<file path="src/fm_mix_cfg.svh">
`ifndef FM_MIX_CFG_SVH
`define FM_MIX_CFG_SVH

// Data path widths
`define FM_OP_W   14    // Operator result, signed
`define FM_SND_W  16    // Accumulators, outputs and ADPCM samples

`define FM_SLOTS  24    // 6 channels x 4 operators per frame

// ADPCM mixing switch
// 1 mixes ADPCM-A/B into their slots, 0 leaves those slots silent
`define FM_MIX_ADPCM 1

// Wishbone register map bases
`define FM_REG_CH0    4'h0  // Channel regs sit at base + channel code
`define FM_REG_ADPCMA 4'h8  // Left, then right
`define FM_REG_ADPCMB 4'hA  // Left, then right

`endif
</file>
<file path="src/fm_mix_pkg.sv">
`default_nettype none
`include "fm_mix_cfg.svh"

package fm_mix_pkg;

    // Operator connection algorithms, as in the chip's ALG field
    typedef enum logic [2:0] {
        ALG0, ALG1, ALG2, ALG3, ALG4, ALG5, ALG6, ALG7
    } fm_alg_e;

    // Register map, channel code 3 is a hole
    typedef enum logic [3:0] {
        REG_CH0      = `FM_REG_CH0,
        REG_CH1      = `FM_REG_CH0 + 4'd1,
        REG_CH2      = `FM_REG_CH0 + 4'd2,
        REG_CH4      = `FM_REG_CH0 + 4'd4,
        REG_CH5      = `FM_REG_CH0 + 4'd5,
        REG_CH6      = `FM_REG_CH0 + 4'd6,
        REG_ADPCMA_L = `FM_REG_ADPCMA,
        REG_ADPCMA_R = `FM_REG_ADPCMA + 4'd1,
        REG_ADPCMB_L = `FM_REG_ADPCMB,
        REG_ADPCMB_R = `FM_REG_ADPCMB + 4'd1
    } reg_addr_e;

    typedef enum logic {
        SEQ_IDLE,
        SEQ_RUN
    } seq_state_e;

    // Slot after {ch, op}: operators 0..3, then channel 0,1,2,4,5,6 and wrap
    function automatic logic [4:0] next_slot(logic [2:0] ch, logic [1:0] op);
        logic [2:0] ch_n;
        case (ch)
            3'd2:    ch_n = 3'd4;           // Skip code 3
            3'd6:    ch_n = 3'd0;           // Frame wrap
            default: ch_n = ch + 3'd1;
        endcase
        if (op != 2'd3)
            return {ch, op + 2'd1};
        return {ch_n, 2'd0};
    endfunction

endpackage

`default_nettype wire

</file>
<file path="src/slot_if.sv">
`timescale 1ns/1ps
`default_nettype none
`include "fm_mix_cfg.svh"

// Slot timing plus operator sample, sequencer to mixer
interface slot_if;

    logic [2:0]                 cur_ch;      // Channel code 0-2, 4-6
    logic [1:0]                 cur_op;      // Operator 0..3, stands for s1..s4
    logic                       zero;        // First slot of a frame
    logic signed [`FM_OP_W-1:0] op_result;   // Registered operator output
    logic                       slot_valid;  // Fields above hold a real slot

    // Sequencer side drives everything
    modport seq (
        output cur_ch,
        output cur_op,
        output zero,
        output op_result,
        output slot_valid
    );

    // Mixer only listens
    modport mix (
        input cur_ch,
        input cur_op,
        input zero,
        input op_result,
        input slot_valid
    );

endinterface

`default_nettype wire

</file>
<file path="src/fm_mix_top.sv">
`timescale 1ns/1ps
`default_nettype none
`include "fm_mix_cfg.svh"

module fm_mix_top (
    input  wire                         clk,
    input  wire                         rst,
    input  wire                         clk_en,
    // Wishbone classic
    input  wire        [3:0]            wb_adr,
    input  wire        [15:0]           wb_dat_w,
    output logic       [15:0]           wb_dat_r,
    input  wire                         wb_we,
    input  wire                         wb_stb,
    input  wire                         wb_cyc,
    output logic                        wb_ack,
    // Operator stream
    input  wire signed [`FM_OP_W-1:0]   op_in,
    output logic       [2:0]            cur_ch_out,  // Slot taken on next enable
    output logic       [1:0]            cur_op_out,
    // Mixed audio
    output logic signed [`FM_SND_W-1:0] left,
    output logic signed [`FM_SND_W-1:0] right,
    output logic                        sample_valid
);
    import fm_mix_pkg::*;

    fm_alg_e                     ch_alg;
    logic [1:0]                  ch_rl;
    logic [2:0]                  cur_ch;
    logic signed [`FM_SND_W-1:0] adpcma_l;
    logic signed [`FM_SND_W-1:0] adpcma_r;
    logic signed [`FM_SND_W-1:0] adpcmb_l;
    logic signed [`FM_SND_W-1:0] adpcmb_r;

    slot_if slot_i ();

    // Lets the source present the matching operator
    assign {cur_ch_out, cur_op_out} =
        slot_i.slot_valid ? next_slot(slot_i.cur_ch, slot_i.cur_op) : 5'd0;

    mix_regs u_regs (
        .clk      (clk),
        .rst      (rst),
        .wb_adr   (wb_adr),
        .wb_dat_w (wb_dat_w),
        .wb_dat_r (wb_dat_r),
        .wb_we    (wb_we),
        .wb_stb   (wb_stb),
        .wb_cyc   (wb_cyc),
        .wb_ack   (wb_ack),
        .cur_ch   (cur_ch),
        .ch_alg   (ch_alg),
        .ch_rl    (ch_rl),
        .adpcma_l (adpcma_l),
        .adpcma_r (adpcma_r),
        .adpcmb_l (adpcmb_l),
        .adpcmb_r (adpcmb_r)
    );

    slot_sequencer u_seq (
        .clk    (clk),
        .rst    (rst),
        .clk_en (clk_en),
        .op_in  (op_in),
        .slot   (slot_i.seq)
    );

    mix_acc u_acc (
        .clk          (clk),
        .rst          (rst),
        .clk_en       (clk_en),
        .slot         (slot_i.mix),
        .ch_alg       (ch_alg),
        .ch_rl        (ch_rl),
        .adpcma_l     (adpcma_l),
        .adpcma_r     (adpcma_r),
        .adpcmb_l     (adpcmb_l),
        .adpcmb_r     (adpcmb_r),
        .cur_ch       (cur_ch),
        .left         (left),
        .right        (right),
        .sample_valid (sample_valid)
    );

endmodule

`default_nettype wire

</file>
<file path="src/mix_acc.sv">
`timescale 1ns/1ps
`default_nettype none
`include "fm_mix_cfg.svh"

module mix_acc (
    input  wire                               clk,
    input  wire                               rst,
    input  wire                               clk_en,
    slot_if.mix                               slot,
    input  wire fm_mix_pkg::fm_alg_e          ch_alg,
    input  wire        [1:0]                  ch_rl,
    input  wire signed [`FM_SND_W-1:0]        adpcma_l,
    input  wire signed [`FM_SND_W-1:0]        adpcma_r,
    input  wire signed [`FM_SND_W-1:0]        adpcmb_l,
    input  wire signed [`FM_SND_W-1:0]        adpcmb_r,
    output logic       [2:0]                  cur_ch,    // Config lookup
    output logic signed [`FM_SND_W-1:0]       left,
    output logic signed [`FM_SND_W-1:0]       right,
    output logic                              sample_valid
);
    import fm_mix_pkg::*;

    localparam int W   = `FM_SND_W;
    localparam int OPW = `FM_OP_W;
    localparam bit MIX_ADPCM = (`FM_MIX_ADPCM != 0);

    logic                sum_en;        // Slot is a carrier for this algorithm
    logic signed [W-1:0] opext;
    logic signed [W-1:0] in_l;
    logic signed [W-1:0] in_r;
    logic                en_l;
    logic                en_r;

    assign cur_ch = slot.cur_ch;
    assign opext  = {{(W-OPW){slot.op_result[OPW-1]}}, slot.op_result};

    // Carriers per algorithm, op 0..3 = s1..s4
    always_comb begin
        case (ch_alg)
            ALG4:       sum_en = (slot.cur_op == 2'd1) || (slot.cur_op == 2'd3);
            ALG5, ALG6: sum_en = (slot.cur_op != 2'd0);   // All but s1
            ALG7:       sum_en = 1'b1;                    // Pure additive
            default:    sum_en = (slot.cur_op == 2'd3);   // ALG0..ALG3, s4 only
        endcase
    end

    // Channels 2 and 6 lend their s1 slot to ADPCM, FM data dropped
    always_comb begin
        case ({slot.cur_op, slot.cur_ch})
            {2'd0, 3'd2}: begin
                in_l = adpcma_l <<< 2;      // x4, wraps past 16 bits
                in_r = adpcma_r <<< 2;
                en_l = MIX_ADPCM;
                en_r = MIX_ADPCM;
            end
            {2'd0, 3'd6}: begin
                in_l = adpcmb_l >>> 1;      // Halved, sign kept
                in_r = adpcmb_r >>> 1;
                en_l = MIX_ADPCM;
                en_r = MIX_ADPCM;
            end
            default: begin
                in_l = opext;
                in_r = opext;
                en_l = sum_en && ch_rl[1];  // Left enable
                en_r = sum_en && ch_rl[0];  // Right enable
            end
        endcase
    end

    single_acc #(.W(W)) u_left (
        .clk       (clk),
        .rst       (rst),
        .clk_en    (clk_en),
        .acc_in    (in_l),
        .acc_en    (en_l && slot.slot_valid),
        .zero      (slot.zero),
        .snd       (left),
        .snd_valid (sample_valid)
    );

    // Same timing as left, its valid is not needed
    single_acc #(.W(W)) u_right (
        .clk       (clk),
        .rst       (rst),
        .clk_en    (clk_en),
        .acc_in    (in_r),
        .acc_en    (en_r && slot.slot_valid),
        .zero      (slot.zero),
        .snd       (right),
        .snd_valid ()
    );

endmodule

`default_nettype wire

</file>
<file path="src/single_acc.sv">
`timescale 1ns/1ps
`default_nettype none
`include "fm_mix_cfg.svh"

module single_acc #(
    parameter int W = `FM_SND_W
) (
    input  wire                clk,
    input  wire                rst,
    input  wire                clk_en,
    input  wire signed [W-1:0] acc_in,
    input  wire                acc_en,
    input  wire                zero,        // Frame start
    output logic signed [W-1:0] snd,        // Held for a whole frame
    output logic               snd_valid
);

    localparam logic signed [W-1:0] MAX_VAL = {1'b0, {(W-1){1'b1}}};
    localparam logic signed [W-1:0] MIN_VAL = {1'b1, {(W-1){1'b0}}};

    logic signed [W-1:0] acc;
    logic signed [W-1:0] addend;
    logic signed [W:0]   sum_wide;         // One guard bit
    logic signed [W-1:0] sum_sat;

    assign addend   = acc_en ? acc_in : '0;
    assign sum_wide = {acc[W-1], acc} + {addend[W-1], addend};

    // Clamp when the guard bit disagrees with the sign
    always_comb begin
        if (sum_wide[W] != sum_wide[W-1])
            sum_sat = sum_wide[W] ? MIN_VAL : MAX_VAL;
        else
            sum_sat = sum_wide[W-1:0];
    end

    always_ff @(posedge clk) begin
        if (rst) begin
            acc       <= '0;
            snd       <= '0;
            snd_valid <= 1'b0;
        end else begin
            snd_valid <= clk_en && zero;        // One clock per frame
            if (clk_en) begin
                if (zero) begin
                    snd <= acc;                 // Previous frame, already clamped
                    acc <= addend;              // New frame starts here
                end else begin
                    acc <= sum_sat;
                end
            end
        end
    end

endmodule

`default_nettype wire

</file>
<file path="src/slot_sequencer.sv">
`timescale 1ns/1ps
`default_nettype none
`include "fm_mix_cfg.svh"

module slot_sequencer (
    input  wire                       clk,
    input  wire                       rst,
    input  wire                       clk_en,
    input  wire signed [`FM_OP_W-1:0] op_in,     // Result for the next slot
    slot_if.seq                       slot
);
    import fm_mix_pkg::*;

    seq_state_e state;
    logic [4:0] nxt;        // {ch, op} sampled on the next enabled edge

    // Start from ch 0 op 0 until a first slot is out
    assign nxt = slot.slot_valid ? next_slot(slot.cur_ch, slot.cur_op) : 5'd0;

    // Slot counters and frame marker
    always_ff @(posedge clk) begin
        if (rst) begin
            state           <= SEQ_IDLE;
            slot.cur_ch     <= 3'd0;
            slot.cur_op     <= 2'd0;
            slot.zero       <= 1'b0;
            slot.slot_valid <= 1'b0;
        end else if (clk_en) begin
            case (state)
                SEQ_IDLE: begin
                    state <= SEQ_RUN;                // One enabled cycle of idle
                end
                SEQ_RUN: begin
                    slot.cur_ch     <= nxt[4:2];
                    slot.cur_op     <= nxt[1:0];
                    slot.zero       <= (nxt == 5'd0); // ch 0, op 0
                    slot.slot_valid <= 1'b1;
                end
                default: begin
                    state <= SEQ_IDLE;
                end
            endcase
        end
    end

    // Operator sample moves with its slot fields
    always_ff @(posedge clk) begin
        if (clk_en && state == SEQ_RUN)
            slot.op_result <= op_in;
    end

endmodule

`default_nettype wire

</file>
<file path="src/mix_regs.sv">
`timescale 1ns/1ps
`default_nettype none
`include "fm_mix_cfg.svh"

module mix_regs (
    input  wire                              clk,
    input  wire                              rst,
    // Wishbone classic slave
    input  wire        [3:0]                 wb_adr,
    input  wire        [15:0]                wb_dat_w,
    output logic       [15:0]                wb_dat_r,
    input  wire                              wb_we,
    input  wire                              wb_stb,
    input  wire                              wb_cyc,
    output logic                             wb_ack,
    // Config lookup for the slot in the mixer
    input  wire        [2:0]                 cur_ch,
    output fm_mix_pkg::fm_alg_e              ch_alg,
    output logic       [1:0]                 ch_rl,
    output logic signed [`FM_SND_W-1:0]      adpcma_l,
    output logic signed [`FM_SND_W-1:0]      adpcma_r,
    output logic signed [`FM_SND_W-1:0]      adpcmb_l,
    output logic signed [`FM_SND_W-1:0]      adpcmb_r
);
    import fm_mix_pkg::*;

    localparam int RL_LSB = 4;      // Channel reg: alg in [2:0], rl in [5:4]

    fm_alg_e     alg_q [0:7];       // By channel code, 3 and 7 never written
    logic [1:0]  rl_q  [0:7];       // Bit 1 left, bit 0 right
    reg_addr_e   addr;
    logic [2:0]  reg_ch;            // Channel addressed by the bus
    logic        wb_hit;            // Request not yet acknowledged
    logic [15:0] rd_data;

    assign addr   = reg_addr_e'(wb_adr);
    assign reg_ch = 3'(wb_adr - `FM_REG_CH0);
    assign wb_hit = wb_cyc && wb_stb && !wb_ack;   // Ack drops it for one cycle

    // Fields of the slot being mixed
    assign ch_alg = alg_q[cur_ch];
    assign ch_rl  = rl_q[cur_ch];

    always_ff @(posedge clk) begin
        if (rst) begin
            wb_ack   <= 1'b0;
            for (int i = 0; i < 8; i++) begin
                alg_q[i] <= ALG0;
                rl_q[i]  <= 2'b00;             // Muted
            end
            adpcma_l <= '0;
            adpcma_r <= '0;
            adpcmb_l <= '0;
            adpcmb_r <= '0;
        end else begin
            wb_ack <= wb_hit;                  // One cycle later, one cycle long
            if (wb_hit && wb_we) begin         // Write lands with the ack edge
                case (addr)
                    REG_CH0, REG_CH1, REG_CH2, REG_CH4, REG_CH5, REG_CH6: begin
                        alg_q[reg_ch] <= fm_alg_e'(wb_dat_w[2:0]);
                        rl_q[reg_ch]  <= wb_dat_w[RL_LSB +: 2];
                    end
                    REG_ADPCMA_L: adpcma_l <= wb_dat_w;
                    REG_ADPCMA_R: adpcma_r <= wb_dat_w;
                    REG_ADPCMB_L: adpcmb_l <= wb_dat_w;
                    REG_ADPCMB_R: adpcmb_r <= wb_dat_w;
                    default: ;                 // Holes ignore writes
                endcase
            end
        end
    end

    // Read mux
    always_comb begin
        rd_data = '0;
        case (addr)
            REG_CH0, REG_CH1, REG_CH2, REG_CH4, REG_CH5, REG_CH6: begin
                rd_data[2:0]         = alg_q[reg_ch];
                rd_data[RL_LSB +: 2] = rl_q[reg_ch];
            end
            REG_ADPCMA_L: rd_data = adpcma_l;
            REG_ADPCMA_R: rd_data = adpcma_r;
            REG_ADPCMB_L: rd_data = adpcmb_l;
            REG_ADPCMB_R: rd_data = adpcmb_r;
            default:      rd_data = '0;        // Holes read as zero
        endcase
    end

    // Read data goes out together with the ack
    always_ff @(posedge clk) begin
        if (wb_hit)
            wb_dat_r <= rd_data;
    end

endmodule

`default_nettype wire

</file>
<file path="config.mk">
export PLATFORM = sky130hd
export DESIGN_NAME = fm_mix_top
export DESIGN_NICKNAME = d
export VERILOG_FILES = /design/src/fm_mix_pkg.sv /design/src/slot_if.sv /design/src/fm_mix_top.sv /design/src/mix_acc.sv /design/src/single_acc.sv /design/src/slot_sequencer.sv /design/src/mix_regs.sv
export VERILOG_INCLUDE_DIRS = /design/src
export SDC_FILE = /design/constraint.sdc
export NUM_CORES = 1
export LEC_CHECK = 0
export BUFFER_PORTS_ARGS = -buffer_cell sky130_fd_sc_hd__buf_4
export CAP_MARGIN = 15
export CORE_MARGIN = 10
export CORE_UTILIZATION = 65
export DETAILED_ROUTE_END_ITERATION = 8
export GPL_TIMING_DRIVEN = 0
export PLACE_DENSITY = 0.88
export SETUP_SLACK_MARGIN = 0.5
export SLEW_MARGIN = 5
export SYNTH_ARGS = -nofsm -noshare
export SYNTH_HDL_FRONTEND = slang
export SYNTH_SLANG_ARGS = --single-unit
</file>
<file path="constraint.sdc">
create_clock -name clk -period 7.9 [get_ports clk]
set_clock_uncertainty 0.05 [all_clocks]
set_input_delay 0.395 -clock clk [delete_from_list [all_inputs] [get_ports clk]]
set_output_delay 0.395 -clock clk [all_outputs]
set_load 0.02 [all_outputs]
</file>
==> results_dict.tcl <==
set metrics [dict create \
    run_status "completed" \
    final_nets 1447 \
    antennaDiodeCount 0 \
    design.core.area_um2 16500 \
    rr_worst_depth 18 \
    setup.worst_path.end_class "flop" \
    cts_root_buffer "clkbuf_16" \
    detailroute.via_count 10200 \
    io-pin-count 95 \
    gp_congestion 0.997 \
    r2r_slack_ns 2.70 \
    clk_path_buf_depth 3 \
    ant_nets 0 \
    yosys.cell_types.count 62 \
    clock_tree_from_tritoncts "built" \
    cts_made_buffers 22 \
    dieArea_um2 22200 \
    grt_first_pass_wirelength_um 51900 \
    slew_headroom_pct 41.3 \
    cp_data_arrival_time_ns 5.52 \
    path_common_cell "nand2_1" \
    cts.clk_slew.worst_paths_ns 0.06 \
    number_of_buffers_inserted_by_port_buffering 85 \
    detail_route.wirelength_um 32900 \
    yosysWarnings 0 \
    rsz0062_at_grt "false" \
    mappedNetlistArea_um2 10800 \
    tightest_slew_ns 0.873 \
    layout.cells.most_common_list "nand2_1 (285), a21oi_1 (178), dfxtp_1 (141)" \
    mostFrequentLayoutCell "nand2_1" \
    timing.critical_path.required_ns 8.21 \
    slew_violations 0 \
    placementRows 47 \
    die_w_um 149 \
    crit_path_time_final_ns 5.20 \
    route.detailed.drc 0 \
    syn_to_final_growth_pct 16.7 \
    start_util_pct 65.7 \
    routed_wire_length_per_instance_um 20.5 \
    hold_class "input pin to flop" \
    clock_tree.htree_level_count 1 \
    slowest_delay_ns 0.57 \
    synth-async-reset-ratio_pct 0 \
    critical_path.cell_chain "buf_6, mux4_2, nor3_1, o21bai_1, a211o_1, nand3_2, buf_2, nor2_1, ha_1, and2_1, o311a_1, o31ai_1, nand2b_1, a21oi_1, nand2_1, nand2_1, clkbuf_1, o211ai_1" \
    synth_top_flop_cell "dfxtp_1" \
    post-route-util_pct 76.7 \
    yosysSeqAreaShare_pct 45.5 \
    first_pass_iters 6 \
    pin_count_of_the_biggest_net_entering_global_routing 20 \
    post-route-period-util_pct 65.9 \
    power_per_cell_area_nw_per_um2 191 \
    dpl_cell_area_um2 11800 \
    drt_iter0_markers 1487 \
    final_cell_area_um2 12600 \
    grtUsageTotal_pct 29.0 \
    timing.hold.worst_path_depth 1 \
    top_fanout_value_on_the_critical_path 10 \
    synth_seq_cells 211 \
    fmaxAchievable_ghz 0.192 \
    clock_sink_count 211 \
    worst_skew_pair.late_latency_ns 0.52 \
    mean_number_of_vias_per_cell 6.36 \
    synthesis.area_per_instance_um2 8.70 \
    final.setup.tns_ns 0 \
    ir_worst_vdd_v 0.000235 \
    postSynthCellCount 1244 \
    globalRoute.totalOverflow 0 \
    first_global_vias 9943 \
    chipHeight_um 149 \
    worst-setup-path-type "flop to flop" \
    dpl.hpwl_um 23400 \
    max_cap_viol_count 0 \
    critical_path.startpoint_type "flop" \
    finalHoldViolCount 0 \
    total_power_w 0.00241 \
    crit_slowest_cell "mux4_2" \
    antenna_violations_before_repair 0 \
    min-delay-start "op_in[10]" \
    number_of_flops_mapped_to_enable_cells_by_yosys 70 \
    post_route_cells_drive_above_1_share_pct 11.4 \
    finalSetupViolations 0 \
    total_leakage_power_nw 4.72 \
]
==> final timing paths <==
kind                                                 end
worst max-delay path                 u_acc.u_left.acc[6]
worst min-delay path            u_seq.slot.op_result[10]
worst max register to register       u_acc.u_left.acc[6]
worst min register to register       u_acc.u_left.snd[0]
==> registers in the layout (all words and copies together) (netlist names), 2 cells and up, named ones only <==
name and flops:
u_seq.slot.op_result 14, u_seq.slot.cur_ch 3, u_regs.adpcmb_r 16, u_regs.rl_q 16, u_regs.adpcma_r 16, u_acc.u_left.acc 16
u_acc.u_left.snd 16, u_acc.u_right.acc 16, u_acc.u_right.snd 16, u_regs.adpcmb_l 16, u_regs.alg_q 24, u_regs.wb_dat_r 16
u_regs.adpcma_l 16, u_seq.slot.cur_op 2
==> cell type report <==
type / instances / area (um2)
flip-flops and latches: 211 / 4920
plain buffers: 72 / 300
fillers: 1139 / 3840
multi-input cells: 952 / 5570
well taps: 220 / 275
repair buffers: 92 / 726
clock inverters: 12 / 196
inverters: 18 / 67.6
clock buffers: 28 / 573
==> synthesized netlist by cell type (3+ instances only) <==
| cell type | count | area share, % |
|---|---|---|
| clkbuf_1 | 62 | 2.2 |
| o211ai_1 | 16 | 1.1 |
| buf_6 | 3 | 0.31 |
| mux2i_1 | 39 | 3.6 |
| xnor2_1 | 15 | 1.2 |
| buf_1 | 3 | 0.10 |
| nor2b_1 | 12 | 0.69 |
| o21a_1 | 8 | 0.55 |
| xor2_1 | 12 | 0.97 |
| nor3_1 | 12 | 0.55 |
| inv_1 | 18 | 0.62 |
| a31oi_1 | 12 | 0.69 |
| nand2b_1 | 13 | 0.75 |
| nand3_1 | 10 | 0.46 |
| or2_2 | 8 | 0.46 |
| nand2_1 | 285 | 9.9 |
| or3_1 | 3 | 0.17 |
| a211oi_1 | 6 | 0.42 |
| mux4_2 | 12 | 2.5 |
| nor3b_1 | 4 | 0.28 |
| o22ai_1 | 3 | 0.17 |
| dfxtp_1 | 141 | 26 |
| o21ai_0 | 50 | 2.3 |
| a21oi_1 | 178 | 8.2 |
| and3_1 | 4 | 0.23 |
| edfxtp_1 | 70 | 19 |
| ha_1 | 36 | 4.2 |
| a21o_1 | 13 | 0.90 |
| a22oi_1 | 33 | 2.3 |
| nor2_1 | 87 | 3.0 |
| and2_1 | 35 | 2.0 |
==> layer usage <==
layer,GRT usage [%],wire (um),up-vias
met4,15.4,1900,0
met5,0.227,0,-
met2,46.1,15100,670
li1,-,-,4607
met1,35.6,12300,4781
met3,7.19,3630,153
==> stage by stage <==
stage          std cells  worst slack (ns)  hold WS [ns]
2_1_floorplan       1253              3.77         0.385
3_3_place_gp        1558              2.94         0.384
3_5_place_dp        1559              2.85         0.397
4_1_cts             1605              2.78     0.0000776
5_1_grt             1605              2.39       0.00185
6_report            1605              2.70       0.00705
==> critical path, delay by kind of cell (launching register included) <==
kind                     cells  cell delay, ns
AND/OR/NAND/NOR              7            1.34
buffers and inverters        3            0.95
multiplexers                 1            0.57
flip-flops                   1            0.32
adder cells (fa/ha/maj)      1            0.37
AO/OA/AOI/OAI                6            1.46
==> what timing repair did <==
action,in CTS,in global routing
resized for setup,0,0
hold buffers,6,0
hold endpoints to repair,6,0
buffers inserted,0,0
==> where the power goes <==
| part | switching, W | leakage [nW] | internal (W) |
|---|---|---|---|
| Sequential | 0.0000110 | 1.82 | 0.00114 |
| Combinational | 0.0000942 | 2.53 | 0.0000447 |
| Clock | 0.000439 | 0.372 | 0.000679 |
| Total | 0.000544 | 4.72 | 0.00186 |
==> cell families after synthesis <==
| group | share of synthesized area, % |
|---|---|
| other | 0.0346 |
| flip-flops | 45.5 |
| multiplexers | 6.21 |
| AND/OR/NAND/NOR | 19.5 |
| XOR/XNOR | 2.19 |
| buffers and inverters | 3.40 |
| AO/OA/AOI/OAI | 18.7 |
| adder cells (fa/ha/maj) | 4.53 |
Power figures use the tool's default switching activity.
